## src/verilog/vdec_defines.svh

```systemverilog
// sizing of the two-lane vector decode stage
// lane count is fixed at two by the port lists of the RTL
// offsets and element counts share one width
`ifndef VDEC_DEFINES_SVH
`define VDEC_DEFINES_SVH

// vector register length in bits and bytes
`define VDEC_VLEN 128
`define VDEC_VLENB (`VDEC_VLEN / 8)

// elements handled per step
`define VDEC_LANES 2

// scalar operand width
`define VDEC_XLEN 32

// element offset width, also used for vl
`define VDEC_OFF_W 32

// register number width
`define VDEC_REG_W 5

`endif

```

## src/verilog/vdec_pkg.sv

```systemverilog
// types shared by the vector decode stage and its testbench
// width_t values follow the width field of the load/store encoding
// lane arrays are indexed by lane number, lane 0 is the lower element
`include "vdec_defines.svh"

package vdec_pkg;

  typedef enum logic [1:0] {
    SEW8  = 2'd0,
    SEW16 = 2'd1,
    SEW32 = 2'd2
  } sew_t;

  typedef enum logic [2:0] {
    WIDTH8  = 3'b000,
    WIDTH16 = 3'b101,
    WIDTH32 = 3'b110
  } width_t;

  typedef enum logic [2:0] {
    VOP_ADD,
    VOP_SLIDE1UP,
    VOP_SLIDE1DOWN,
    VOP_RGATHER,
    VOP_LOAD,
    VOP_STORE,
    VOP_ILLEGAL
  } vop_t;

  // first operand of the execute stage
  typedef enum logic [1:0] {
    OPND_VS1,
    OPND_XS1,
    OPND_IMM
  } opnd_src_t;

  // how vs2 read offsets relate to the element offset
  typedef enum logic [1:0] {
    VS2_SRC_NORMAL,
    VS2_SRC_IDX_PLUS_1,
    VS2_SRC_IDX_MINUS_1,
    VS2_SRC_VS1
  } vs2_src_t;

  typedef struct packed {
    sew_t                   sew;
    logic [`VDEC_OFF_W-1:0] vl;
    logic [2:0]             lmul;
  } vcfg_t;

  typedef struct packed {
    vop_t                   op;
    opnd_src_t              opnd_src;
    vs2_src_t               vs2_src;
    logic [`VDEC_REG_W-1:0] vs1;
    logic [`VDEC_REG_W-1:0] vs2;
    logic [`VDEC_REG_W-1:0] vd;
    logic                   vm;
    logic [`VDEC_XLEN-1:0]  imm;
    logic                   is_load;
    logic                   is_store;
    sew_t                   eew;
    logic [`VDEC_OFF_W-1:0] elem_vl;
  } vctrl_t;

  typedef struct packed {
    logic [`VDEC_REG_W-1:0]                   vs1;
    logic [`VDEC_REG_W-1:0]                   vs2;
    logic [`VDEC_REG_W-1:0]                   vs3;
    logic [`VDEC_LANES-1:0][`VDEC_OFF_W-1:0]  vs1_off;
    logic [`VDEC_LANES-1:0][`VDEC_OFF_W-1:0]  vs2_off;
    logic [`VDEC_LANES-1:0][`VDEC_OFF_W-1:0]  vs3_off;
    sew_t                                     sew;
  } rf_req_t;

  typedef struct packed {
    logic [`VDEC_LANES-1:0][`VDEC_XLEN-1:0] vs1_data;
    logic [`VDEC_LANES-1:0][`VDEC_XLEN-1:0] vs2_data;
    logic [`VDEC_LANES-1:0][`VDEC_XLEN-1:0] vs3_data;
    // v0 mask bits of the two elements
    logic [`VDEC_LANES-1:0]                 mask;
  } rf_rsp_t;

  typedef struct packed {
    logic                                    valid;
    vop_t                                    op;
    logic [`VDEC_LANES-1:0][`VDEC_XLEN-1:0]  opnd;
    logic [`VDEC_LANES-1:0][`VDEC_XLEN-1:0]  vs2;
    logic [`VDEC_LANES-1:0][`VDEC_XLEN-1:0]  store_data;
    logic [`VDEC_LANES-1:0][`VDEC_OFF_W-1:0] woffset;
    logic [`VDEC_REG_W-1:0]                  vd;
    logic [`VDEC_LANES-1:0]                  wen;
    sew_t                                    sew;
    logic [`VDEC_OFF_W-1:0]                  elem_vl;
    logic                                    decode_done;
  } de_bundle_t;

endpackage

```

## src/verilog/vctrl_decode.sv

```systemverilog
// combinational decode of one vector instruction
// instr and cfg must stay stable while the instruction is walked
// only unit-stride loads/stores with nf = 0 are legal
// an illegal instruction gets an element count of zero
`timescale 1ns/1ns
`include "vdec_defines.svh"

module vctrl_decode (
  input  logic [31:0]     instr,
  input  vdec_pkg::vcfg_t cfg,
  output vdec_pkg::vctrl_t ctrl
);
  import vdec_pkg::*;

  // major opcodes
  localparam logic [6:0] OPC_OPV   = 7'b1010111;
  localparam logic [6:0] OPC_LOAD  = 7'b0000111;
  localparam logic [6:0] OPC_STORE = 7'b0100111;

  // OP-V funct3 categories
  localparam logic [2:0] F3_IVV = 3'b000;
  localparam logic [2:0] F3_IVI = 3'b011;
  localparam logic [2:0] F3_IVX = 3'b100;
  localparam logic [2:0] F3_MVX = 3'b110;

  localparam logic [5:0] F6_VADD       = 6'b000000;
  localparam logic [5:0] F6_VRGATHER   = 6'b001100;
  localparam logic [5:0] F6_VSLIDE1UP  = 6'b001110;
  localparam logic [5:0] F6_VSLIDE1DN  = 6'b001111;

  logic [6:0] opcode;
  logic [2:0] funct3;
  logic [5:0] funct6;
  logic [1:0] mop;
  logic [2:0] nf;
  width_t     ls_width;
  logic       ls_legal;
  logic [1:0] ls_shift;
  sew_t       ls_eew;

  assign opcode   = instr[6:0];
  assign funct3   = instr[14:12];
  assign funct6   = instr[31:26];
  assign mop      = instr[27:26];
  assign nf       = instr[31:29];
  assign ls_width = width_t'(instr[14:12]);

  // element width and vl scaling of a unit-stride access
  always_comb begin
    ls_legal = 1'b1;
    ls_eew   = SEW32;
    case (ls_width)
      WIDTH8:  ls_eew = SEW8;
      WIDTH16: ls_eew = SEW16;
      WIDTH32: ls_eew = SEW32;
      default: ls_legal = 1'b0;
    endcase
    if (mop != 2'b00 || nf != 3'b000) begin
      ls_legal = 1'b0;
    end
    // narrower memory element than sew shrinks the count
    if (cfg.sew == SEW32 && ls_eew == SEW8) begin
      ls_shift = 2'd2;
    end else if ((cfg.sew == SEW32 && ls_eew == SEW16) ||
                 (cfg.sew == SEW16 && ls_eew == SEW8)) begin
      ls_shift = 2'd1;
    end else begin
      ls_shift = 2'd0;
    end
  end

  always_comb begin
    ctrl          = '0;
    ctrl.vs1      = instr[19:15];
    ctrl.vs2      = instr[24:20];
    ctrl.vd       = instr[11:7];
    ctrl.vm       = instr[25];
    ctrl.imm      = {{(`VDEC_XLEN-5){instr[19]}}, instr[19:15]};
    ctrl.op       = VOP_ILLEGAL;
    ctrl.opnd_src = OPND_VS1;
    ctrl.vs2_src  = VS2_SRC_NORMAL;
    ctrl.eew      = cfg.sew;
    ctrl.elem_vl  = cfg.vl;

    case (opcode)
      OPC_OPV: begin
        case (funct6)
          F6_VADD: begin
            if (funct3 == F3_IVV) begin
              ctrl.op = VOP_ADD;
            end else if (funct3 == F3_IVX) begin
              ctrl.op       = VOP_ADD;
              ctrl.opnd_src = OPND_XS1;
            end else if (funct3 == F3_IVI) begin
              ctrl.op       = VOP_ADD;
              ctrl.opnd_src = OPND_IMM;
            end
          end
          F6_VRGATHER: begin
            if (funct3 == F3_IVV) begin
              ctrl.op      = VOP_RGATHER;
              ctrl.vs2_src = VS2_SRC_VS1;
            end
          end
          F6_VSLIDE1UP: begin
            // same funct6 under OPIVX is vslideup, not supported
            if (funct3 == F3_MVX) begin
              ctrl.op       = VOP_SLIDE1UP;
              ctrl.opnd_src = OPND_XS1;
              ctrl.vs2_src  = VS2_SRC_IDX_MINUS_1;
            end
          end
          F6_VSLIDE1DN: begin
            if (funct3 == F3_MVX) begin
              ctrl.op       = VOP_SLIDE1DOWN;
              ctrl.opnd_src = OPND_XS1;
              ctrl.vs2_src  = VS2_SRC_IDX_PLUS_1;
            end
          end
          default: ctrl.op = VOP_ILLEGAL;
        endcase
      end
      OPC_LOAD, OPC_STORE: begin
        if (ls_legal) begin
          ctrl.op       = (opcode == OPC_LOAD) ? VOP_LOAD : VOP_STORE;
          ctrl.is_load  = (opcode == OPC_LOAD);
          ctrl.is_store = (opcode == OPC_STORE);
          ctrl.eew      = ls_eew;
          ctrl.elem_vl  = cfg.vl >> ls_shift;
        end
      end
      default: ctrl.op = VOP_ILLEGAL;
    endcase

    // nothing to walk for an unknown instruction
    if (ctrl.op == VOP_ILLEGAL) begin
      ctrl.elem_vl = '0;
    end
  end

endmodule

```

## src/verilog/vde_register.sv

```systemverilog
// decode/execute register of the vector pipe
// stall holds the whole bundle, flush clears valid, wen and decode_done
// a flush in the same cycle as a stall still clears the control bits
`timescale 1ns/1ns
`include "vdec_defines.svh"

module vde_register (
  input  logic                   CLK,
  input  logic                   nRST,
  input  logic                   stall,
  input  logic                   flush,
  input  logic                   active,
  input  logic                   done,
  input  vdec_pkg::vctrl_t       ctrl,
  input  logic [`VDEC_XLEN-1:0]  xs1,
  input  vdec_pkg::rf_rsp_t      rf_rsp,
  input  logic [`VDEC_OFF_W-1:0] vs2_off0,
  input  logic [`VDEC_OFF_W-1:0] vs2_off1,
  input  logic [`VDEC_OFF_W-1:0] woffset0,
  input  logic [`VDEC_OFF_W-1:0] woffset1,
  input  logic [1:0]             wen,
  output vdec_pkg::de_bundle_t   de_out
);
  import vdec_pkg::*;

  logic [`VDEC_LANES-1:0][`VDEC_OFF_W-1:0] vs2_off;
  logic [`VDEC_LANES-1:0][`VDEC_XLEN-1:0]  opnd_d;
  logic [`VDEC_LANES-1:0][`VDEC_XLEN-1:0]  vs2_d;

  // control part
  logic                   valid_q;
  logic [`VDEC_LANES-1:0] wen_q;
  logic                   done_q;

  // payload part
  vop_t                                    op_q;
  logic [`VDEC_LANES-1:0][`VDEC_XLEN-1:0]  opnd_q;
  logic [`VDEC_LANES-1:0][`VDEC_XLEN-1:0]  vs2_q;
  logic [`VDEC_LANES-1:0][`VDEC_XLEN-1:0]  sdata_q;
  logic [`VDEC_LANES-1:0][`VDEC_OFF_W-1:0] woff_q;
  logic [`VDEC_REG_W-1:0]                  vd_q;
  sew_t                                    sew_q;
  logic [`VDEC_OFF_W-1:0]                  elem_vl_q;

  assign vs2_off[0] = vs2_off0;
  assign vs2_off[1] = vs2_off1;

  always_comb begin
    for (int i = 0; i < `VDEC_LANES; i++) begin
      case (ctrl.opnd_src)
        OPND_XS1: opnd_d[i] = xs1;
        OPND_IMM: opnd_d[i] = ctrl.imm;
        default:  opnd_d[i] = rf_rsp.vs1_data[i];
      endcase

      // scalar fills the element vacated by the slide
      if (ctrl.vs2_src == VS2_SRC_IDX_MINUS_1 && vs2_off[i] == '1) begin
        vs2_d[i] = xs1;
      end else if (ctrl.vs2_src == VS2_SRC_IDX_PLUS_1 && vs2_off[i] == ctrl.elem_vl) begin
        vs2_d[i] = xs1;
      end else begin
        vs2_d[i] = rf_rsp.vs2_data[i];
      end
    end
  end

  always_ff @(posedge CLK, negedge nRST) begin
    if (!nRST) begin
      valid_q <= 1'b0;
      wen_q   <= '0;
      done_q  <= 1'b0;
    end else if (flush) begin
      valid_q <= 1'b0;
      wen_q   <= '0;
      done_q  <= 1'b0;
    end else if (!stall) begin
      valid_q <= active;
      wen_q   <= active ? wen : '0;
      done_q  <= done;
    end
  end

  always_ff @(posedge CLK) begin
    if (!stall) begin
      op_q       <= ctrl.op;
      opnd_q     <= opnd_d;
      vs2_q      <= vs2_d;
      sdata_q    <= rf_rsp.vs3_data;
      woff_q[0]  <= woffset0;
      woff_q[1]  <= woffset1;
      vd_q       <= ctrl.vd;
      sew_q      <= ctrl.eew;
      elem_vl_q  <= ctrl.elem_vl;
    end
  end

  always_comb begin
    de_out.valid       = valid_q;
    de_out.op          = op_q;
    de_out.opnd        = opnd_q;
    de_out.vs2         = vs2_q;
    de_out.store_data  = sdata_q;
    de_out.woffset     = woff_q;
    de_out.vd          = vd_q;
    de_out.wen         = wen_q;
    de_out.sew         = sew_q;
    de_out.elem_vl     = elem_vl_q;
    de_out.decode_done = done_q;
  end

endmodule

```

## src/verilog/vdecode_stage.sv

```systemverilog
// decode stage of the two-lane vector unit
// instr, cfg, xs1 and xs2 must be held for the whole instruction
// next v_start only after v_busy has fallen
`timescale 1ns/1ns
`include "vdec_defines.svh"

module vdecode_stage (
  input  logic                  CLK,
  input  logic                  nRST,
  input  logic                  v_start,
  input  logic [31:0]           instr,
  input  vdec_pkg::vcfg_t       cfg,
  input  logic [`VDEC_XLEN-1:0] xs1,
  input  logic [`VDEC_XLEN-1:0] xs2,
  input  logic                  stall,
  input  logic                  flush,
  input  vdec_pkg::rf_rsp_t     rf_rsp,
  output vdec_pkg::rf_req_t     rf_req,
  output vdec_pkg::de_bundle_t  de_out,
  output logic                  v_busy
);
  import vdec_pkg::*;

  vctrl_t                 ctrl;
  logic [`VDEC_OFF_W-1:0] offset;
  logic                   active;
  logic                   done;
  logic [`VDEC_OFF_W-1:0] woffset0;
  logic [`VDEC_OFF_W-1:0] woffset1;
  logic [1:0]             wen;

  vctrl_decode u_decode (
    .instr (instr),
    .cfg   (cfg),
    .ctrl  (ctrl)
  );

  velem_counter u_counter (
    .CLK     (CLK),
    .nRST    (nRST),
    .start   (v_start),
    .stall   (stall),
    .flush   (flush),
    .elem_vl (ctrl.elem_vl),
    .offset  (offset),
    .active  (active),
    .done    (done),
    .busy    (v_busy)
  );

  voffset_gen u_offset (
    .ctrl     (ctrl),
    .offset   (offset),
    .xs1      (xs1),
    .rf_rsp   (rf_rsp),
    .rf_req   (rf_req),
    .woffset0 (woffset0),
    .woffset1 (woffset1),
    .wen      (wen)
  );

  // xs2 carries no stride for unit-stride accesses
  vde_register u_de_reg (
    .CLK      (CLK),
    .nRST     (nRST),
    .stall    (stall),
    .flush    (flush),
    .active   (active),
    .done     (done),
    .ctrl     (ctrl),
    .xs1      (xs1),
    .rf_rsp   (rf_rsp),
    .vs2_off0 (rf_req.vs2_off[0]),
    .vs2_off1 (rf_req.vs2_off[1]),
    .woffset0 (woffset0),
    .woffset1 (woffset1),
    .wen      (wen),
    .de_out   (de_out)
  );

endmodule

```

## src/verilog/velem_counter.sv

```systemverilog
// element pair counter, starts on a one-cycle start strobe
// offset 0 is loaded on the start edge, active follows from the next cycle
// busy drops two cycles after the last pair leaves an unstalled cycle
`timescale 1ns/1ns
`include "vdec_defines.svh"

module velem_counter (
  input  logic                   CLK,
  input  logic                   nRST,
  input  logic                   start,
  input  logic                   stall,
  input  logic                   flush,
  input  logic [`VDEC_OFF_W-1:0] elem_vl,
  output logic [`VDEC_OFF_W-1:0] offset,
  output logic                   active,
  output logic                   done,
  output logic                   busy
);
  logic running;
  logic last_pair;
  logic done_seen;
  logic busy_q;

  // also true for elem_vl of zero, so that case ends at once
  assign last_pair = (offset + `VDEC_OFF_W'(`VDEC_LANES)) >= elem_vl;
  assign active    = running;
  assign done      = running & last_pair;
  assign busy      = busy_q | start;

  always_ff @(posedge CLK, negedge nRST) begin
    if (!nRST) begin
      offset  <= '0;
      running <= 1'b0;
    end else if (flush) begin
      running <= 1'b0;
    end else if (start) begin
      offset  <= '0;
      running <= 1'b1;
    end else if (running && !stall) begin
      if (last_pair) begin
        running <= 1'b0;
      end else begin
        offset <= offset + `VDEC_OFF_W'(`VDEC_LANES);
      end
    end
  end

  // last pair accepted by the output register
  always_ff @(posedge CLK, negedge nRST) begin
    if (!nRST) begin
      done_seen <= 1'b0;
    end else if (flush) begin
      done_seen <= 1'b0;
    end else begin
      done_seen <= done & ~stall;
    end
  end

  // busy latch toward the hazard unit
  always_ff @(posedge CLK, negedge nRST) begin
    if (!nRST) begin
      busy_q <= 1'b0;
    end else if (flush) begin
      busy_q <= 1'b0;
    end else if (start) begin
      busy_q <= 1'b1;
    end else if (done_seen) begin
      busy_q <= 1'b0;
    end
  end

endmodule

```

## src/verilog/voffset_gen.sv

```systemverilog
// read and write offsets of the current element pair
// register file answers rf_req in the same cycle
// vrgather uses the vs1 words of this cycle as vs2 read offsets
`timescale 1ns/1ns
`include "vdec_defines.svh"

module voffset_gen (
  input  vdec_pkg::vctrl_t       ctrl,
  input  logic [`VDEC_OFF_W-1:0] offset,
  input  logic [`VDEC_XLEN-1:0]  xs1,
  input  vdec_pkg::rf_rsp_t      rf_rsp,
  output vdec_pkg::rf_req_t      rf_req,
  output logic [`VDEC_OFF_W-1:0] woffset0,
  output logic [`VDEC_OFF_W-1:0] woffset1,
  output logic [1:0]             wen
);
  import vdec_pkg::*;

  logic [`VDEC_LANES-1:0][`VDEC_OFF_W-1:0] lane_idx;
  logic [`VDEC_LANES-1:0][`VDEC_OFF_W-1:0] vs2_off;
  logic [`VDEC_LANES-1:0]                  lane_wen;

  always_comb begin
    for (int i = 0; i < `VDEC_LANES; i++) begin
      lane_idx[i] = offset + `VDEC_OFF_W'(i);
    end
  end

  always_comb begin
    for (int i = 0; i < `VDEC_LANES; i++) begin
      case (ctrl.vs2_src)
        VS2_SRC_IDX_PLUS_1:  vs2_off[i] = lane_idx[i] + `VDEC_OFF_W'(1);
        // lane 0 of the first pair reads offset -1, replaced later by xs1
        VS2_SRC_IDX_MINUS_1: vs2_off[i] = lane_idx[i] - `VDEC_OFF_W'(1);
        VS2_SRC_VS1:         vs2_off[i] = rf_rsp.vs1_data[i];
        default:             vs2_off[i] = lane_idx[i];
      endcase
    end
  end

  // store data comes from vd as vs3, so no write for stores
  always_comb begin
    for (int i = 0; i < `VDEC_LANES; i++) begin
      if (ctrl.is_store || lane_idx[i] >= ctrl.elem_vl) begin
        lane_wen[i] = 1'b0;
      end else if (!ctrl.vm) begin
        lane_wen[i] = rf_rsp.mask[i];
      end else begin
        lane_wen[i] = 1'b1;
      end
    end
  end

  always_comb begin
    rf_req         = '0;
    rf_req.vs1     = ctrl.vs1;
    rf_req.vs2     = ctrl.vs2;
    rf_req.vs3     = ctrl.vd;
    rf_req.vs1_off = lane_idx;
    rf_req.vs2_off = vs2_off;
    rf_req.vs3_off = lane_idx;
    rf_req.sew     = ctrl.eew;
  end

  assign woffset0 = lane_idx[0];
  assign woffset1 = lane_idx[1];
  assign wen      = lane_wen;

endmodule
```

## config.mk

```make
export PLATFORM = sky130hd
export DESIGN_NAME = vdecode_stage
export DESIGN_NICKNAME = d
export VERILOG_FILES = /design/src/verilog/vdec_pkg.sv /design/src/verilog/vctrl_decode.sv /design/src/verilog/vde_register.sv /design/src/verilog/vdecode_stage.sv /design/src/verilog/velem_counter.sv /design/src/verilog/voffset_gen.sv
export VERILOG_INCLUDE_DIRS = /design/src /design/src/verilog
export SDC_FILE = /design/constraint.sdc
export NUM_CORES = 1
export LEC_CHECK = 0
export BUFFER_PORTS_ARGS = -buffer_cell sky130_fd_sc_hd__buf_2
export CORE_AREA = 4 4 326 328
export CTS_CLUSTER_DIAMETER = 60
export DETAILED_ROUTE_END_ITERATION = 8
export DIE_AREA = 0 0 330 332
export PLACE_DENSITY = 0.41
export SLEW_MARGIN = 15
export SYNTH_ARGS = -nofsm -noshare
export SYNTH_HDL_FRONTEND = slang
export SYNTH_SLANG_ARGS = --single-unit
```

## constraint.sdc

```tcl
create_clock -name CLK -period 10.5 [get_ports CLK]
set_input_delay 2.1 -clock CLK [delete_from_list [all_inputs] [get_ports CLK]]
set_output_delay 2.1 -clock CLK [all_outputs]
set_load 0.02 [all_outputs]
```

==> qor.yml, run 1 <==
status:
  status: "completed"
floorplanning:
  rows: 118
  initial_core_util_pct: 22.2
  dieHeight_um: 332
  die_x_um: 330
  die_area_um2: 110000
  boundaryPins: 844
  core_um2: 103000
timing:
  hold_viol_final: 0
  setup_tns_ns: 0
  period_share_pct: 90.9
  setup_violations: 0
  max_freq_mhz: 105
  rsz0062_at_grt: "no"
  timing.clock.skew_ns: 0.0250
  worst_slack_ns: 0.955
  layout_min_cycle_time_ns: 9.54
  worst_pin_slew_ns: 1.18
  maxSlewViolCount: 0
  holdWs_ns: 0.511
  slew_headroom_pct: 20.8
global_route:
  grt_pass1_vias: 21100
  grt_pass1_wl_um: 170000
  grt_overflow: 0
  antenna_found_initial: 33
  grt_start_max_net_pins: 93
  grtUsageTotal_pct: 21.6
final_layout:
  drive_above_1_share_pct: 35.9
  final_common_cell: "buf_2"
  final_cell_area_um2: 29600
  fin_nets: 3460
  area_growth_pct: 29.6
  final_cell_mix: "792 x buf_2, 293 x edfxtp_1, 213 x a21oi_1"
clocking:
  path_clk_slew_ns: 0.06
  ctsResizeCount: 0
  htreeDepth: 2
  clock-sinks: 331
  postCtsSetupBuffers: 0
  tritoncts: "yes"
  clockBufferDepth: 3
  root_buffer: "clkbuf_16"
  cts_hold_buf: 0
  numCtsBuffers: 50
  clkLatencyLatePin_ns: 0.63
worst_setup_path:
  r2r.worst_path.cells: 22
  crit_start: "instr[31]"
  crit_type: "in2out"
  startpoint_type: "primary input"
  path_max_fanout: 48
  arrival_ns: 7.44
  cp-endpoint: "rf_req[123]"
  r2r_start: "u_counter.offset[5]"
  reg2reg_slack_ns: 3.70
  r2r-end: "u_counter.offset[9]"
  required_ns: 8.40
  setup.worst_path.end_class: "output port"
power_and_ir_drop:
  p_leak_nw: 13.4
  vdd_drop_max_uv: 100
  p_per_area_nw_per_um2: 121
  total_power_w: 0.00360
synthesis:
  synth-seq-cells: 331
  yosys_warnings: 0
  ys_seq_area_share_pct: 42.6
  async_flop_share_pct: 11.5
  synth_top_cell_area_share_pct: 38.5
  yosys.cell_types.count: 109
  synthFlopType: "edfxtp_1"
  synth_cells: 2334
  netlist_area_um2: 22900
  synthTopCellsByArea: "edfxtp_1 38%, ha_1 6.0%, a21oi_1 4.7%"
  yosys.area.top_type: "edfxtp_1"
  synth_edf_count: 293
  postSynthAreaPerCell_um2: 9.80
drt:
  drt-total-wl_um: 125000
  via_per_inst: 4.99
  antenna_left: 0
  drtPass1Iterations: 6
  via_count: 22200
  drtIter0Drc: 2007
  drc: 0
  routedWlPerCell_um: 28.1
place:
  pre_cts_ws_ns: 1.06
  hpwl_um: 98900
  dpl_cell_area_um2: 28000
  place_congestion: 0.908
  io_buffers: 792
run:
  max_cap_violations: 0
min_path:
  hp-class: "reg2reg"
==> power by group <==
group	switching, W	internal, W
clock	0.000693	0.000986
sequential	0.0000187	0.00152
combinational	0.000266	0.000119
total	0.000978	0.00262
==> critical path: stages <==
cell and delay, ns:
buf_2 0.12, nor2_1 0.26, nand2_1 0.15, or3_1 0.37, a21oi_1 0.57, inv_1 0.25, ha_4 0.40, ha_1 0.47
inv_1 0.17, a2111oi_0 0.09, a221oi_1 0.41, a21oi_1 0.26, nor3_2 0.40, mux2i_1 0.32, nor2_1 0.08, o311ai_2 0.69
buf_2 0.30
==> how the worst min path moves through the flow <==
stage | from | end | slack [ns] | cells after the start
final | u_counter.done_seen | u_counter.busy_q | 0.51 | 2
after global routing | u_de_reg.wen_q[1] | u_de_reg.wen_q[1] | 0.53 | 1
after CTS | u_counter.done_seen | u_counter.busy_q | 0.52 | 2
after detailed placement | u_de_reg.done_q | u_de_reg.done_q | 0.51 | 1
after global placement | u_counter.done_seen | u_counter.busy_q | 0.50 | 2
after floorplan | u_de_reg.done_q | u_de_reg.done_q | 0.45 | 1
==> logic make-up (layout without fill, tap and decap cells) <==
family                   after synthesis  in the layout  synth area share (%)
flip-flops                           331            331                  42.6
buffers and inverters                417           1140                  8.85
AND/OR/NAND/NOR                      623            623                  14.6
multiplexers                          87             87                  4.68
XOR/XNOR                              89             89                  3.44
other                                  2             20                0.0328
adder cells (fa/ha/maj)              109            109                  5.96
AO/OA/AOI/OAI                        676            676                  19.8
==> through the flow <==
step / util, % / instances
detailed placement: 27.1 / 4347
floorplan: - / 2338
finish: 28.7 / 4455
CTS: 28.7 / 4441
global placement: 27.1 / 4347
global route: 28.7 / 4448
==> synthesized netlist by cell type, types with 16 or more instances <==
master,count
edfxtp_1,293
a21oi_1,213
inv_1,144
nor2_1,140
nand2_1,124
clkbuf_1,119
ha_1,109
buf_4,97
o21ai_0,94
xnor2_1,67
nand3_1,54
a21o_1,51
a22oi_1,51
nor3_1,50
nand4_1,43
dfrtp_1,38
mux2_4,30
o31ai_1,29
and3_1,25
buf_2,25
mux2_2,24
buf_1,23
nor2b_1,22
or3_1,21
xor2_1,21
nand2b_1,20
o22ai_1,20
nor4_1,19
o211ai_1,19
a22o_1,18
mux2i_1,17
mux2_1,16
==> final cells by class <==
class,instances,area [um^2]
fill,11100,73600
multi-input combinational,1590,11100
sequential,331,9750
timing repair buffer,898,4780
tap,1380,1730
clock buffer,60,1320
inverter,148,563
clock inverter,34,318
antenna,14,35.0
==> layer usage <==
layer	up-vias	GRT usage [%]	part of all wire, %
met5	-	0	0.011
met3	174	5.25	8.2
met2	1051	36.6	47
met1	11000	27.6	42
li1	10000	-	-
met4	4	5.54	2.8
==> registers in the layout, indices dropped and copies added (netlist names) <==
| name | flops |
|---|---|
| u_counter.offset | 31 |
| u_de_reg.vd_q | 5 |
| u_de_reg.de_out | 251 |
| u_counter.busy_q | 1 |
| u_de_reg.sew_q | 2 |
| u_de_reg.elem_vl_q | 32 |
| u_de_reg.op_q | 3 |
| u_de_reg.done_q | 1 |
| u_de_reg.wen_q | 2 |
| u_de_reg.valid_q | 1 |
| u_counter.active | 1 |
| u_counter.done_seen | 1 |
Note: power is estimated with default switching activity, not from simulation.
==> inputs of run 2 (changes only) <==
==> constraint.sdc (replaced) <==
create_clock -name CLK -period 10.5 [get_ports CLK]
set_input_delay 1.575 -clock CLK [delete_from_list [all_inputs] [get_ports CLK]]
set_output_delay 1.575 -clock CLK [all_outputs]
set_load 0.02 [all_outputs]
==> run 2 against run 1 <==
Effect of this change: clock skew shrank 0.0069 ns; die area is the same; sequential power is essentially flat; final cell count shrank 0.56%; critical path depth shrank 1; fmax grew 8.0%; combinational power is essentially flat; routed wire length shrank 0.63%; register-to-register slack lost 0.37 ns; worst setup slack gained 0.71 ns; global-route usage shrank 0.11 points; largest power group unchanged.
==> qor.yml, run 2 (synthesis gave the netlist of run 1 again) <==
status:
  status: "completed"
clocking:
  numCtsBuffers: 48  # -4.0%
  clock-sinks: 331  # unchanged
  path_clk_slew_ns: 0.05  # about the same
  root_buffer: "clkbuf_16"
  clkLatencyLatePin_ns: 0.61  # -0.02 ns
  ctsResizeCount: 0  # unchanged
  htreeDepth: 2  # unchanged
  cts_hold_buf: 0  # unchanged
  tritoncts: "yes"
  clockBufferDepth: 3  # unchanged
  postCtsSetupBuffers: 0  # unchanged
drt:
  drtPass1Iterations: 5  # -1
  drc: 0  # unchanged
  drtIter0Drc: 1878  # -6.4%
  routedWlPerCell_um: 28.1  # about the same
  via_count: 22000  # -1.3%
  via_per_inst: 4.96  # -0.77%
  antenna_left: 0  # unchanged
  drt-total-wl_um: 124000  # -0.63%
power_and_ir_drop:
  power_frac_comb_pct: 10.9  # +0.2 points
  switching_share_pct: 26.0  # -1.1 points
  p_sw_w: 0.000919  # -6.0%
  p_int_w: 0.00261  # -0.39%
  clkPwrFrac_pct: 45.6  # -1.0 points
  p_per_area_nw_per_um2: 120  # -1.2%
  vdd_drop_max_uv: 110  # +9.8%
  pwr-share-seq_pct: 43.5  # +0.8 points
  total_power_w: 0.00353  # -1.9%
  p_leak_nw: 13.2  # -0.96%
floorplanning:
  die_area_um2: 110000  # unchanged
  dieHeight_um: 332  # unchanged
  initial_core_util_pct: 22.2  # unchanged
  rows: 118  # unchanged
  core_um2: 103000  # unchanged
  boundaryPins: 844  # unchanged
  die_x_um: 330  # unchanged
worst_setup_path:
  worstSetupPathDepth: 16  # -1
  cp_top_family: "compound AO/OA/AOI/OAI gates"
  startpoint_type: "primary input"
  r2r-end: "u_counter.offset[27]"
  arrival_ns: 7.26  # -0.18 ns
  required_ns: 8.93  # +0.53 ns
  crit_buf_inv: 4  # unchanged
  cp-endpoint: "rf_req[123]"
  crit_type: "in2out"
  setup.worst_path.end_class: "output port"
  slowest_stage: "o311ai_2"
  crit_start: "instr[14]"
  path_max_fanout: 57  # +19%
  path_cells: "buf_2 > nor3_1 > nand4_1 > a21oi_1 > inv_1 > ha_4 > ha_1 > inv_1 > a2111oi_0 > a221oi_1 > a21oi_1 > nor3_2 > mux2i_1 > nor2_1 > o311ai_2 > buf_2"
  r2r.worst_path.cells: 23  # +4.5%
  reg2reg_slack_ns: 3.33  # -0.37 ns
  r2r_start: "u_counter.offset[1]"
  max_stage_delay_ns: 0.72  # +0.03 ns
timing:
  setup_violations: 0  # unchanged
  hold_viol_final: 0  # unchanged
  max_freq_mhz: 113  # +8.0%
  rsz0062_at_grt: "no"
  layout_min_cycle_time_ns: 8.83  # -0.710 ns
  period_share_pct: 84.1  # -6.8 points
  worst_pin_slew_ns: 1.06  # -0.129 ns
  setup_tns_ns: 0  # unchanged
  maxSlewViolCount: 0  # unchanged
  timing.clock.skew_ns: 0.0181  # -0.00695 ns
  slew_headroom_pct: 28.7  # +8.0 points
global_route:
  gr-usage-met3_pct: 4.92  # -0.33 points
  top_usage_layer: "met2"
  antenna_found_initial: 36  # +9.1%
  grtUsageTotal_pct: 21.5  # -0.11 points
  met2_usage_pct: 35.9  # -0.72 points
  use_met1_pct: 28.2  # +0.53 points
  grt_start_max_net_pins: 86  # -7.5%
  grt_overflow: 0  # unchanged
  grt_pass1_wl_um: 168000  # -0.88%
  grt_pass1_vias: 20900  # -1.0%
place:
  io_buffers: 792  # unchanged
  place_inst: 4332  # -0.35%
  place_congestion: 0.935  # +3.0%
  hpwl_um: 99300  # +0.43%
final_layout:
  area_growth_pct: 28.7
  fin_cells: 4430  # -0.56%
  largest_reg_flops: 251  # unchanged
  final_common_cell: "buf_2"
  fin_nets: 3443  # -0.49%
  drive_above_1_share_pct: 35.2  # -0.67 points
  final_cell_mix: "792 x buf_2, 293 x edfxtp_1, 213 x a21oi_1"
min_path:
  hp-class: "reg2reg"
run:
  max_cap_violations: 0  # unchanged
## run 2: stage by stage
step / util, % / hold slack, ns / worst slack, ns / cell area (um^2)
floorplan: - / 0.451 / 1.29 / 22900
global placement: 27.0 / 0.460 / 1.77 / 27900
detailed placement: 27.0 / 0.476 / 1.80 / 27900
CTS: 28.5 / 0.489 / 1.79 / 29400
global route: 28.5 / 0.521 / 1.53 / 29400
finish: 28.5 / 0.487 / 1.67 / 29400
## run 2: worst min path at each step
stage                                     from                   end  slack (ns)  depth (start not counted)
after floorplan                u_de_reg.done_q       u_de_reg.done_q        0.45                          1
final                          u_de_reg.done_q       u_de_reg.done_q        0.49                          1
after global placement         u_de_reg.done_q       u_de_reg.done_q        0.46                          1
after global routing      u_counter.offset[21]  u_counter.offset[21]        0.52                          1
after CTS                      u_de_reg.done_q       u_de_reg.done_q        0.49                          1
after detailed placement       u_de_reg.done_q       u_de_reg.done_q        0.48                          1
## run 2: layout make-up
type | count | area [um^2]
diodes | 10 | 25.0
clock buffers | 64 | 1270
clock inverters | 24 | 280
fillers | 11200 | 73800
inverters | 148 | 563
multi-input cells | 1590 | 11100
flip-flops and latches | 331 | 9750
well taps | 1380 | 1730
repair buffers | 883 | 4670
## run 2: power groups by stage
stage	registers, W	logic, W	clock network (W)
floorplan	0.00168	0.0000773	0
global placement	0.00156	0.000391	0
detailed placement	0.00157	0.000390	0
CTS	0.00154	0.000391	0.00166
global route	0.00154	0.000409	0.00172
finish	0.00154	0.000384	0.00161
## run 2: worst register-to-register path: cells and delay by family, from the launching register on
kind            cells  cell delay [ns]
flops               1             0.32
xor+xnor            1             0.19
simple gates       10             3.55
compound gates      9             2.17
fa+ha+maj           2             0.59
buf+inv             1             0.25
## run 2: layer usage
metal	up-vias	share of wire, %
met1	10700	42
met4	2	2.6
li1	9997	-
met5	-	0.010
met3	168	8.1
met2	1056	47
